$ cat config.mk
export PLATFORM = sky130hd
export DESIGN_NAME = dio_info_capture
export DESIGN_NICKNAME = d
export VERILOG_FILES = /design/src/design/dio_pkg.sv /design/src/design/dio_info_capture.sv
export VERILOG_INCLUDE_DIRS = /design/src /design/src/include
export SDC_FILE = /design/constraint.sdc
export NUM_CORES = 1
export LEC_CHECK = 0
export BUFFER_PORTS_ARGS = -buffer_cell sky130_fd_sc_hd__buf_2
export CAP_MARGIN = 10
export CORE_MARGIN = 2
export CORE_UTILIZATION = 49
export CTS_BUF_LIST = sky130_fd_sc_hd__clkbuf_16
export DETAILED_ROUTE_END_ITERATION = 8
export PLACE_DENSITY = 0.76
export SYNTH_ARGS = -nofsm -noshare
export SYNTH_HDL_FRONTEND = slang
export SYNTH_SLANG_ARGS = --single-unit
export TNS_END_PERCENT = 20
$ cat constraint.sdc
create_clock -name SPI_SCK -period 2.4 [get_ports SPI_SCK]
set_clock_uncertainty 0.15 [all_clocks]
set_input_delay 0.24 -clock SPI_SCK [delete_from_list [all_inputs] [get_ports SPI_SCK]]
set_output_delay 0.24 -clock SPI_SCK [all_outputs]
set_load 0.01 [all_outputs]
$ cat src/include/dio_defines.svh
// file-transfer port constants for address width, start address and directory-entry offsets
`ifndef DIO_DEFINES_SVH
`define DIO_DEFINES_SVH

// width of ioctl_addr
// 25 bits covers a 32 MB target memory
`define DIO_ADDR_W 25

// every download and upload starts here
`define DIO_START_ADDR 25'h0000000

// FAT directory entry layout as sent by the I/O controller
// 8.3 name occupies bytes 0..10, extension is bytes 8..10
`define DIO_INFO_EXT_OFS 8
// extension bytes, most significant first
`define DIO_INFO_EXT_LEN 3

// file size field at the tail of the 32-byte entry
`define DIO_INFO_SIZE_OFS 28
// size bytes, little endian on the wire
`define DIO_INFO_SIZE_LEN 4

`endif

$ cat src/design/dio_pkg.sv
// shared command codes and packed types for the file-transfer port
`include "dio_defines.svh"

package dio_pkg;

	// command byte at the head of each frame
	typedef enum logic [7:0] {
		// download start (bit 0 set) or end (bit 0 clear)
		file_tx     = 8'h53,
		// download payload bytes
		file_tx_dat = 8'h54,
		// menu index of the selected file
		file_index  = 8'h55,
		// FAT directory entry of the selected file
		file_info   = 8'h56,
		// upload start or end, same bit 0 rule as file_tx
		file_rx     = 8'h57,
		// upload payload bytes, read back on SPI_DO
		file_rx_dat = 8'h58
	} dio_cmd_e;

	// transfer address into the target memory
	typedef logic [`DIO_ADDR_W-1:0] dio_addr_t;

	// current byte and its bit timing as seen by the receiver
	typedef struct packed {
		// frame command, valid after the command byte
		dio_cmd_e   cmd;
		// stored seven bits plus the live input bit
		logic [7:0] data;
		// payload byte number in the frame, sticks at 63
		logic [5:0] idx;
		// payload byte completes on this edge
		logic       done;
		// first bit of a payload byte is being sampled
		logic       first;
		// last bit of any byte, command byte included
		logic       last_bit;
	} dio_byte_t;

	// fields pulled out of the directory entry
	typedef struct packed {
		logic [23:0] ext;
		logic [31:0] size;
	} dio_file_info_t;

endpackage

$ cat src/design/dio_info_capture.sv
// picks the extension and size fields out of a streamed FAT directory entry
`include "dio_defines.svh"

module dio_info_capture (
	input  logic                    SPI_SCK,
	input  logic                    info_en,
	input  dio_pkg::dio_byte_t      rx_byte,
	output dio_pkg::dio_file_info_t file_info
);

	// kept across frames, zero after configuration
	dio_pkg::dio_file_info_t info_q = '0;

	// byte position relative to each field
	logic [5:0] ext_rel;
	logic [5:0] size_rel;
	logic       ext_hit;
	logic       size_hit;

	assign ext_rel  = rx_byte.idx - 6'(`DIO_INFO_EXT_OFS);
	assign size_rel = rx_byte.idx - 6'(`DIO_INFO_SIZE_OFS);

	// unsigned wrap makes bytes before the field fail the range check too
	assign ext_hit  = (ext_rel < 6'(`DIO_INFO_EXT_LEN));
	assign size_hit = (size_rel < 6'(`DIO_INFO_SIZE_LEN));

	always_ff @(posedge SPI_SCK) begin
		if (info_en && rx_byte.done) begin
			if (ext_hit) begin
				// extension arrives most significant byte first
				info_q.ext[{2'd2 - ext_rel[1:0], 3'b000} +: 8] <= rx_byte.data;
			end
			if (size_hit) begin
				// size arrives least significant byte first
				info_q.size[{size_rel[1:0], 3'b000} +: 8] <= rx_byte.data;
			end
			// name, attributes, timestamps and cluster bytes are dropped
		end
	end

	assign file_info = info_q;

endmodule

**After elaboration in Yosys (flattened, before gate mapping)**

Index checks and enable logic that the tools add are counted.

- Register bits after elaboration: 56
- Logic and storage cells: 18
- Input port bits: 27
- Output and inout bits: 56

- Reduce and logical (&&, ||, !) cells: 3
- Add/sub/neg operators: 5
- Shifts and indexed selects: 4
- Multiplexer cells: 2
- Magnitude comparators: 2

Operator list:

| cell | number |
|---|---|
| 32-bit bitwise mux | 1 |
| 8-bit by 7-bit variable shift with 32-bit output (first input constant) | 1 |
| 8-bit by 7-bit indexed part select with 32-bit output | 1 |
| 24-bit bitwise mux | 1 |
| 8-bit by 7-bit variable shift with 24-bit output (first input constant) | 1 |
| 8-bit by 7-bit indexed part select with 24-bit output | 1 |
| 5-bit negator with 7-bit output | 2 |
| 6-bit by 2-bit less-than comparator with 1-bit output (second input constant) | 1 |
| 6-bit by 3-bit less-than comparator with 1-bit output (second input constant) | 1 |
| 6-bit by 4-bit subtractor with 6-bit output (second input constant) | 1 |
| 6-bit by 5-bit subtractor with 6-bit output (second input constant) | 1 |
| 2-bit AND reduction | 2 |
| 2-bit subtractor (first input constant) | 1 |
| 1-bit logical AND | 1 |

**Longest topological paths before layout**

Gate-level depths: netlist of run 1.

- Depth in word-level cells: 5
- Depth in mapped cells: 6
- Gate-level depth less buffers: 4

**Worst setup path after synthesis of run 1**

OpenSTA, ideal clock, no wires.

- Path type: input -> register
- Start: input port rx_byte[6] (netlist name)
- End: register info_q (netlist bit file_info[32]), enable pin
- Required time: 1.867 ns
- Arrival: 1.505 ns
- Path buffers: 0
- Stages: 4
- Slack: 0.362 ns
- Library setup time: 0.383 ns
- Cell sequence: inv_1 -> ha_1 -> or3b_4 -> nor3_1

- Longest elaborated chain between the ends: 3

Ends and longest elaborated chain:

| element | line | source |
|---|---|---|
| start, declared | dio_info_capture.sv:7 | `input dio_pkg::dio_byte_t rx_byte,` |
| 6-bit by 4-bit subtractor with 6-bit output | dio_info_capture.sv:20 | `` assign ext_rel = rx_byte.idx - 6'(`DIO_INFO_EXT_OFS); `` |
| 6-bit by 2-bit less-than comparator with 1-bit output | dio_info_capture.sv:24 | `` assign ext_hit = (ext_rel < 6'(`DIO_INFO_EXT_LEN)); `` |
| 2-bit AND reduction (no source line) | - |  |
| end, declared | dio_info_capture.sv:12 | `dio_pkg::dio_file_info_t info_q = '0;` |

Every way passes these cells.
A chain may end at the register's enable or synchronous reset.

**Worst setup path in the final report of run 1**

- Start: input port rx_byte[3] (netlist name)
- End: register info_q (netlist bit file_info[14]), data pin

- Longest elaborated chain between the ends: 4

Ends and longest elaborated chain:

| element | line | source |
|---|---|---|
| 6-bit by 5-bit subtractor with 6-bit output * | dio_info_capture.sv:21 | `` assign size_rel = rx_byte.idx - 6'(`DIO_INFO_SIZE_OFS); `` |
| 5-bit negator with 7-bit output * | dio_info_capture.sv:35 | `info_q.size[{size_rel[1:0], 3'b000} +: 8] <= rx_byte.data;` |
| 8-bit by 7-bit indexed part select with 32-bit output or 8-bit by 7-bit variable shift with 32-bit output (tied branches) | dio_info_capture.sv:35 |  |
| 32-bit bitwise mux * | dio_info_capture.sv:35 |  |

Mark *: on every way between the ends. The rest lies on a longest branch, timed or not.

==> results.md, run 1 <==
* Post-DP Area at 0.00276 sq mm
* Die Ht at 72.6 microns
* Max-cap viol count at 0
* Htree depth at 2
* Main combinational cell family by area after synthesis: simple AND/OR/NAND/NOR gates
* I/O Buffers at 72
* Total CTS buffers at 5
* Tmin final at 1640 ps
* First-pass GRT wire length at 7120 microns
* # nets final at 277
* Initial antenna violation count at 0
* Pin count of the biggest net entering global routing at 23
* Post-route antenna net violation count at 0
* Wirelength per Cell at 16.3 microns
* Max-slew headroom at the worst pin at 0.778
* Die width at 72.6 microns
* Most frequent cells in the layout: 72 x buf_2, 56 x edfxtp_1, 32 x nor2_1
* Placed Cells at 286
* Switching Share at 0.192
* Comb power frac at 0.062
* Synthesized Nets at 195
* Avg Inst Size Synth at 14.5 sq um
* Cell Chain, Critical Path: buf_2 -> inv_1 -> ha_1 -> and2b_1 -> and3_1
* Synth Area in Adders at 0.0489
* GP Congestion at 0.793
* Pwr dens at 679 mW/mm^2
* Critical path launch point type: input pin
* 1st-iter DRT viols at 73
* Vias in the first global route at 1514
* Status: completed
* Starting Density at 0.519
* Net Sw Power at 381 uW
* Simple-gate portion of the synthesized area at 0.199
* Fin crit share at 0.684
* Mux cell area share after synthesis at 0
* Setup bufs post-CTS at 0
* Synth Area in Compound Gates at 0
* Vias per inst at 5.28
* Layout Cells excl Fill at 294
* Most common cell after layout, fill and taps aside: buf_2
* Residual DRC at 0
* Clock transition at the registers of the reported paths at 60 ps
* Hold buffer count at CTS at 0
* RSZ-0062 raised after global routing: false
* Max Fanout on Critical Path at 22
* Number of detailed-route iterations in the first pass at 4
* Root Buffer: clkbuf_16
* Post-synthesis sequential area ratio at 0.730
* Remaining global-route overflow at 0
* Worst-Margin Slew at 330 ps
* I/O pins at 83
* Post-Synth XOR/XNOR Area at 0.00760
* Leak Pwr at 0.00102 uW
* Core ar. at 0.00444 sq mm
* Max incr delay on CP at 410 ps
* Hold path start: rx_byte[12]
* Sequential fraction of design power at 0.541
* Seq cells post-synth at 56
* Cells after Synth at 159
* # diodes at 0
* Layout area overhead at 27.0%
* Post-Syn Area at 0.00230 sq mm
* Required @ worst endpoint at 2290 ps
* Design area at 0.00293 sq mm
* Crit Path Category: in -> reg
* Final hold viol count at 0
* Synth warnings at 0
* TritonCTS clock tree: yes
* P_int at 1610 uW
* Total die area at 0.00527 sq mm
* # setup viols final at 0
* Share of cells above drive strength 1 at 0.368
* Rows at 24
* Largest register FFs at 56
* Hold EP: file_info[27]$_DFFE_PP_
* Power, Total at 1990 uW
* Min-Delay Path Class: in -> reg
* Crit path arrival time at 1540 ps
* Via count at 1552
* Post-CTS sizing at 0
* Worst Hold Path Cells at 2
* Worst vdd ir at 0.308 mV
* Fillers at 328
* GRT Util Overall at 0.187
* Setup TNS at 0 ps
* Maximum clock path buffer count at 2
* Clock share of power at 0.397
* Slowest CP cell: ha_1
* Cell variety after synth at 19
* Slew Viols, Final at 0
* FMAX at 609 MHz
* WL final at 4790 microns
* Sink Count at 56
* CP Capture Type: flip-flop
* Final HPWL DP at 3490 microns
[critical path, delay by kind of cell]
family | cells | cell delay [ps]
buffers and inverters | 2 | 400
adder cells (fa/ha/maj) | 1 | 410
AND/OR/NAND/NOR | 2 | 480
[synth_stat cells]
library cell,instances,area share
xnor2_1,1,0.0038
or2_1,1,0.0027
nor3_1,6,0.013
edfxtp_1,56,0.73
and3b_1,1,0.0038
or3b_4,1,0.0049
nand4_1,4,0.011
and2b_1,1,0.0033
nor2_1,32,0.052
nor3_2,1,0.0043
buf_2,4,0.0087
ha_1,9,0.049
inv_1,4,0.0065
xor2_1,1,0.0038
nand2_1,2,0.0033
and2_1,16,0.043
nand2b_1,10,0.027
and3_1,8,0.022
nor3b_4,1,0.0081
[layer usage]
layer  track usage  vias up  share of wire
met4         0.103        0          0.027
met5             0        -              0
met3        0.0373       11          0.070
met2         0.326       73           0.54
met1         0.214      751           0.37
li1              -      717              -
[worst max path at each step]
stage,startpoint,to,slack (ps)
after CTS,rx_byte[3],file_info[14]$_DFFE_PP_,740
after global placement,rx_byte[3],file_info[41]$_DFFE_PP_,490
after detailed placement,rx_byte[3],file_info[13]$_DFFE_PP_,450
after floorplan,rx_byte[6],file_info[32]$_DFFE_PP_,360
final,rx_byte[3],file_info[14]$_DFFE_PP_,760
after global routing,rx_byte[3],file_info[14]$_DFFE_PP_,600
[power groups by stage]
stage | clock [uW] | sequential [uW] | combinational [uW]
2_1_floorplan | 0 | 1100 | 72.7
3_3_place_gp | 0 | 1100 | 118
3_5_place_dp | 0 | 1100 | 122
4_1_cts | 790 | 1080 | 123
5_1_grt | 815 | 1080 | 138
6_report | 788 | 1080 | 122
[metrics by stage]
step,util,hold WS (ps),worst slack [ps]
floorplan,-,288,362
global placement,0.622,411,487
detailed placement,0.622,424,447
CTS,0.659,129,738
global route,0.659,144,597
finish,0.659,123,758
[final cells by class]
type / count / area, sq um / area share
Sequential cell: 56 / 1680 / 0.575
Multi-Input combinational cell: 95 / 588 / 0.201
Timing Repair Buffer: 79 / 413 / 0.141
Clock buffer: 5 / 125 / 0.0428
Tap cell: 52 / 65.1 / 0.0222
Clock inverter: 3 / 38.8 / 0.0133
Inverter: 4 / 15.0 / 0.00513
[logic make-up after synthesis]
| group | count (synthesis) |
|---|---|
| flops | 56 |
| buf+inv | 8 |
| simple gates | 84 |
| xor+xnor | 2 |
| fa+ha+maj | 9 |
No activity file was read; power rests on OpenSTA's default activity.
==> run 2, diff against run 1 <==
==> constraint.sdc (replaced) <==
create_clock -name SPI_SCK -period 1.6 [get_ports SPI_SCK]
set_clock_uncertainty 0.15 [all_clocks]
set_input_delay 0.16 -clock SPI_SCK [delete_from_list [all_inputs] [get_ports SPI_SCK]]
set_output_delay 0.16 -clock SPI_SCK [all_outputs]
set_load 0.01 [all_outputs]
==> run 2 against run 1 <==
  * Sequential cell count stayed put
  * Sequential share of layout area is 1.3 points lower
  * Hold slack worse by 75 ps
  * First-iteration DRC count is 19% higher
  * Non-clock buffer count is 5 higher
  * Combinational power is 64% higher
  * Setup slack worse by 610 ps
  * Utilization is 1.5 points higher
  * Clock power is 29% higher
==> results.md, run 2 (same netlist as run 1, synthesis figures left out) <==
* Total CTS buffers at 5 (unchanged)
* I/O pins at 83 (unchanged)
* Post-CTS sizing at 0 (unchanged)
* Crit. Startpoint: rx_byte[7] (was rx_byte[3])
* Pin count of the biggest net entering global routing at 21 (was 23)
* Met2 usage at 0.314 (was 0.326)
* RSZ-0062 raised after global routing: false (unchanged)
* Post-route antenna net violation count at 0 (unchanged)
* Final WS setup at 150 ps (was 758 ps)
* Fillers at 332 (was 328)
* Htree depth at 2 (unchanged)
* Most common cell after layout, fill and taps aside: buf_2 (unchanged)
* Crit path arrival time at 1300 ps (was 1540 ps)
* First-pass GRT wire length at 7140 microns (was 7120 microns)
* Max Fanout on Critical Path at 8 (was 22)
* Rows at 24 (unchanged)
* GRT Max-Usage Layer: met2 (unchanged)
* Maximum clock path buffer count at 2 (unchanged)
* Number of detailed-route iterations in the first pass at 4 (unchanged)
* Hold buffer count at CTS at 0 (unchanged)
* Layout Cells excl Fill at 299 (was 294)
* Initial antenna violation count at 0 (unchanged)
* WL final at 4710 microns (was 4790 microns)
* Max-cap viol count at 0 (unchanged)
* Vias in the first global route at 1454 (was 1514)
* Sink Count at 56 (unchanged)
* FMAX at 690 MHz
* Min-Delay Path Class: in -> reg (unchanged)
* Die Ht at 72.6 microns (unchanged)
* Core ar. at 0.00444 sq mm (unchanged)
* Setup bufs post-CTS at 0 (unchanged)
* Largest register FFs at 56 (unchanged)
* Fin crit share at 0.906
* Crit Path Category: in -> reg (unchanged)
* Die width at 72.6 microns (unchanged)
* Via count at 1535 (was 1552)
* GP Congestion at 0.780 (was 0.793)
* Wirelength per Cell at 15.7 microns (was 16.3 microns)
* Tmin final at 1450 ps
* Residual DRC at 0 (unchanged)
* Pwr dens at 946 mW/mm^2 (was 679 mW/mm^2)
* Slew Viols, Final at 0 (unchanged)
* Met3 global-route usage at 0.0359 (was 0.0373)
* Final HPWL DP at 3520 microns (was 3490 microns)
* CP Capture Type: flip-flop (unchanged)
* Clock transition at the registers of the reported paths at 60 ps (about the same)
* Worst-Margin Slew at 544 ps (was 330 ps)
* I/O Buffers at 72 (unchanged)
* Share of cells above drive strength 1 at 0.393 (was 0.368)
* Place WS at -158 ps (was 447 ps)
* Total die area at 0.00527 sq mm (unchanged)
* # diodes at 0 (unchanged)
* Vias per inst at 5.13 (was 5.28)
* Most frequent cells in the layout: 72 x buf_2, 56 x edfxtp_1, 32 x nor2_1 (unchanged)
* Hold path start: rx_byte[12] (unchanged)
* Max-slew headroom at the worst pin at 0.636 (was 0.778)
* Layout area overhead at 29.9% (was 27.0%)
* 1st-iter DRT viols at 87 (was 73)
* Leak Pwr at 0.00105 uW (was 0.00102 uW)
* TritonCTS clock tree: yes (unchanged)
* # nets final at 282 (was 277)
* Met1 Use GR at 0.232 (was 0.214)
* Placed Cells at 291 (was 286)
* Starting Density at 0.519 (unchanged)
* Final hold viol count at 0 (unchanged)
* # setup viols final at 0 (unchanged)
* Required @ worst endpoint at 1450 ps (was 2290 ps)
* Status: completed (unchanged)
* Critical path launch point type: input pin (unchanged)
* GRT Util Overall at 0.186 (was 0.187)
* Remaining global-route overflow at 0 (unchanged)
* Worst vdd ir at 0.435 mV (was 0.308 mV)
* Root Buffer: clkbuf_16 (unchanged)
[run 2: report_power, final]
part           internal [uW]  switching, uW  leakage, uW  total (uW)
sequential              1610           1.23     0.000402        1610
combinational           75.3            125     0.000578         200
clock                    569            451    0.0000687        1020
[run 2: worst paths after layout]
| kind | end | cells after the start |
|---|---|---|
| setup / recovery | file_info[53]$_DFFE_PP_ | 6 |
| hold / removal | file_info[27]$_DFFE_PP_ | 2 |
[run 2: layout make-up]
type | count | area (sq um) | area share
tap | 52 | 65.1 | 0.0217
clock inverter | 3 | 15.0 | 0.00502
inverter | 4 | 15.0 | 0.00502
clock buffer | 5 | 125 | 0.0418
multi-input combinational | 95 | 616 | 0.206
sequential | 56 | 1680 | 0.562
timing repair buffer | 84 | 475 | 0.159
[run 2: metal layers]
metal	vias up	routed length, microns
met3	9	292
met4	0	94
li1	733	-
met1	721	1910
met5	-	0
met2	72	2410
[run 2: through the flow]
step | utilization | hold slack (ps) | power (uW) | cell area, sq um | TNS (ps)
2_1_floorplan | - | 208 | 1760 | 2330 | -5270
3_3_place_gp | 0.642 | 338 | 1840 | 2850 | -4900
3_5_place_dp | 0.642 | 340 | 1840 | 2850 | -6370
4_1_cts | 0.673 | 47.3 | 2840 | 2990 | 0
5_1_grt | 0.673 | 46.5 | 2910 | 2990 | 0
6_report | 0.673 | 48.0 | 2830 | 2990 | 0
[run 2: critical path, cell delays in order]
cell    delay (ps)
buf_2           90
inv_1           40
ha_1           250
or3b_4         410
nor3_2         160
buf_4          190
==> run 3, diff against run 2 <==
--- a/config.mk
+++ b/config.mk
@@ -13,6 +13,7 @@
 export CTS_BUF_LIST = sky130_fd_sc_hd__clkbuf_16
 export DETAILED_ROUTE_END_ITERATION = 8
 export PLACE_DENSITY = 0.76
+export SETUP_SLACK_MARGIN = 0.4
 export SYNTH_ARGS = -nofsm -noshare
 export SYNTH_HDL_FRONTEND = slang
 export SYNTH_SLANG_ARGS = --single-unit
==> run 3 against run 2 <==
  * Sequential cell count is the same
  * Global-route usage rose by 1.6 points
  * First-iteration DRC count increased by 2.3%
  * Design area is 7.1% higher
  * Die area stayed put
  * Combinational power rose by 21%
  * Non-clock buffer count rose by 1
  * Critical endpoint is now file_info[36]$_DFFE_PP_
  * Largest power group unchanged
  * Highest routed layer unchanged
==> results.md, run 3 (same netlist as run 1, synthesis figures left out) <==
* 1st-iter DRT viols at 89 (was 87)
* Critical path launch point type: input pin (unchanged)
* GRT Util Overall at 0.202 (was 0.186)
* Crit. Startpoint: rx_byte[6] (was rx_byte[7])
* Max-cap viol count at 0 (unchanged)
* Die width at 72.6 microns (unchanged)
* Wirelength per Cell at 16.3 microns (was 15.7 microns)
* Required @ worst endpoint at 1460 ps (was 1450 ps)
* Root Buffer: clkbuf_16 (unchanged)
* Most common cell after layout, fill and taps aside: buf_2 (unchanged)
* TritonCTS clock tree: yes (unchanged)
* Layout area overhead at 39.1% (was 29.9%)
* Post-route antenna net violation count at 0 (unchanged)
* Vias in the first global route at 1555 (was 1454)
* Residual DRC at 0 (unchanged)
* Leak Pwr at 0.00111 uW (was 0.00105 uW)
* CP Capture Type: flip-flop (unchanged)
* Vias per inst at 5.17 (was 5.13)
* Slowest CP cell: or3b_4 (unchanged)
* Fin crit share at 0.899 (was 0.906)
* # setup viols final at 0 (unchanged)
* Final HPWL DP at 3630 microns (was 3520 microns)
* Hold buffer count at CTS at 0 (unchanged)
* Most frequent cells in the layout: 69 x buf_2, 56 x edfxtp_1, 32 x nor2_1 (was 72 x buf_2, 56 x edfxtp_1, 32 x nor2_1)
* Rows at 24 (unchanged)
* RSZ-0062 raised after global routing: true (was false)
* Slew Viols, Final at 0 (unchanged)
* Total CTS buffers at 5 (unchanged)
* Met1 wire length at 1940 microns (was 1910 microns)
* FMAX at 696 MHz (was 690 MHz)
* Crit Path Category: in -> reg (unchanged)
* FF+latch area at 0.00168 sq mm (unchanged)
* Status: completed (unchanged)
* Share of cells above drive strength 1 at 0.440 (was 0.393)
* Power, Total at 3070 uW (was 2830 uW)
* Sink Count at 56 (unchanged)
* Core ar. at 0.00444 sq mm (unchanged)
* Maximum clock path buffer count at 2 (unchanged)
* # diodes at 0 (unchanged)
* Starting Density at 0.519 (unchanged)
* Max-slew headroom at the worst pin at 0.549 (was 0.636)
* Met2 WL at 2670 microns (was 2410 microns)
* Hold path start: rx_byte[12] (unchanged)
* WL final at 4900 microns (was 4710 microns)
* Met3 WL at 217 microns (was 292 microns)
* Number of detailed-route iterations in the first pass at 4 (unchanged)
* Final hold viol count at 0 (unchanged)
* Die Ht at 72.6 microns (unchanged)
* Worst-Margin Slew at 674 ps (was 544 ps)
* Min-Delay Path Class: in -> reg (unchanged)
* Worst Hold Path Cells at 2 (unchanged)
* Fillers at 308 (was 332)
* Multi-input logic area at 718 sq um (was 616 sq um)
* Hold EP: file_info[43]$_DFFE_PP_ (was file_info[27]$_DFFE_PP_)
* Largest register FFs at 56 (unchanged)
* Pwr dens at 958 mW/mm^2 (was 946 mW/mm^2)
* I/O pins at 83 (unchanged)
* Via count at 1551 (was 1535)
* Worst vdd ir at 0.467 mV (was 0.435 mV)
* Crit path arrival time at 1300 ps (about the same)
* WHS at 48.8 ps (was 48.0 ps)
* Tmin final at 1440 ps (was 1450 ps)
* # nets final at 283 (was 282)
* Pin count of the biggest net entering global routing at 19 (was 21)
* I/O Buffers at 72 (unchanged)
* First-pass GRT wire length at 7780 microns (was 7140 microns)
* Uppermost routed layer: met4 (unchanged)
* Post-layout util at 0.722 (was 0.673)
* Total die area at 0.00527 sq mm (unchanged)
* Initial antenna violation count at 0 (unchanged)
* Max incr delay on CP at 420 ps (was 410 ps)
* Remaining global-route overflow at 0 (unchanged)
* Cell Chain, Critical Path: buf_8 -> inv_6 -> ha_4 -> or3b_4 -> nor3_4 -> buf_6 (was buf_2 -> inv_1 -> ha_1 -> or3b_4 -> nor3_2 -> buf_4)
* Clock transition at the registers of the reported paths at 70 ps (was 60 ps)
* GP Congestion at 0.784 (was 0.780)
* Htree depth at 2 (unchanged)
* Max Fanout on Critical Path at 4 (was 8)
-- run 3: cell types whose count changed in the layout (fill, tap and decap cells not counted), moves of 3 or more --
cell | previous run | this run
nor3_1 | 3 | 0
ha_4 | 0 | 4
inv_1 | 4 | 1
buf_2 | 72 | 69
buf_6 | 0 | 3
buf_4 | 10 | 7
ha_1 | 9 | 5
nor3_4 | 2 | 5
-- run 3: worst max-delay path: cells and delay by family --
kind	cells	cell delay, ps
fa+ha+maj	1	240
buf+inv	3	260
simple gates	2	630
-- run 3: worst max path at each step --
| stage | slack [ps] | endpoint | cells past startpoint |
|---|---|---|---|
| 2_1_floorplan | 10 | file_info[40]$_DFFE_PP_ | 4 |
| 3_3_place_gp | -160 | file_info[44]$_DFFE_PP_ | 6 |
| 3_5_place_dp | -210 | file_info[39]$_DFFE_PP_ | 6 |
| 4_1_cts | 90 | file_info[36]$_DFFE_PP_ | 6 |
| 5_1_grt | 140 | file_info[33]$_DFFE_PP_ | 6 |
| 6_report | 160 | file_info[36]$_DFFE_PP_ | 6 |
-- run 3: per-stage QoR --
stage               setup TNS, ps  cell area (sq um)  std cells  setup WS [ps]
CTS                             0               3210        300           92.5
floorplan                       0               2420        159           13.2
global placement            -8300               2950        290           -165
global route                    0               3210        300            140
detailed placement          -9590               2950        290           -214
finish                          0               3210        300            162
-- run 3: timing repair --
action / in CTS / in global routing
setup endpoints to repair: 76 / 98
gates resized for setup: 16 / 0
pin swaps: 6 / 2
buffers inserted: 2 / 0
-- run 3: cell type report --
| type | instances | area share |
|---|---|---|
| Clock buffer | 5 | 0.0390 |
| Multi-Input combinational cell | 95 | 0.224 |
| Timing Repair Buffer | 85 | 0.169 |
| Clock inverter | 3 | 0.0133 |
| Inverter | 4 | 0.0101 |
| Tap cell | 52 | 0.0203 |
| Sequential cell | 56 | 0.524 |
-- run 3: per-layer routing --
metal,track usage,up-vias
met4,0.0679,0
met5,0,-
met1,0.251,754
met3,0.0387,7
met2,0.356,53
li1,-,737
-- run 3: where the power goes --
part / total (uW) / switching [uW] / internal (uW)
Clock: 1220 / 483 / 736
Sequential: 1610 / 1.24 / 1610
Combinational: 242 / 145 / 96.5
Total: 3070 / 629 / 2440
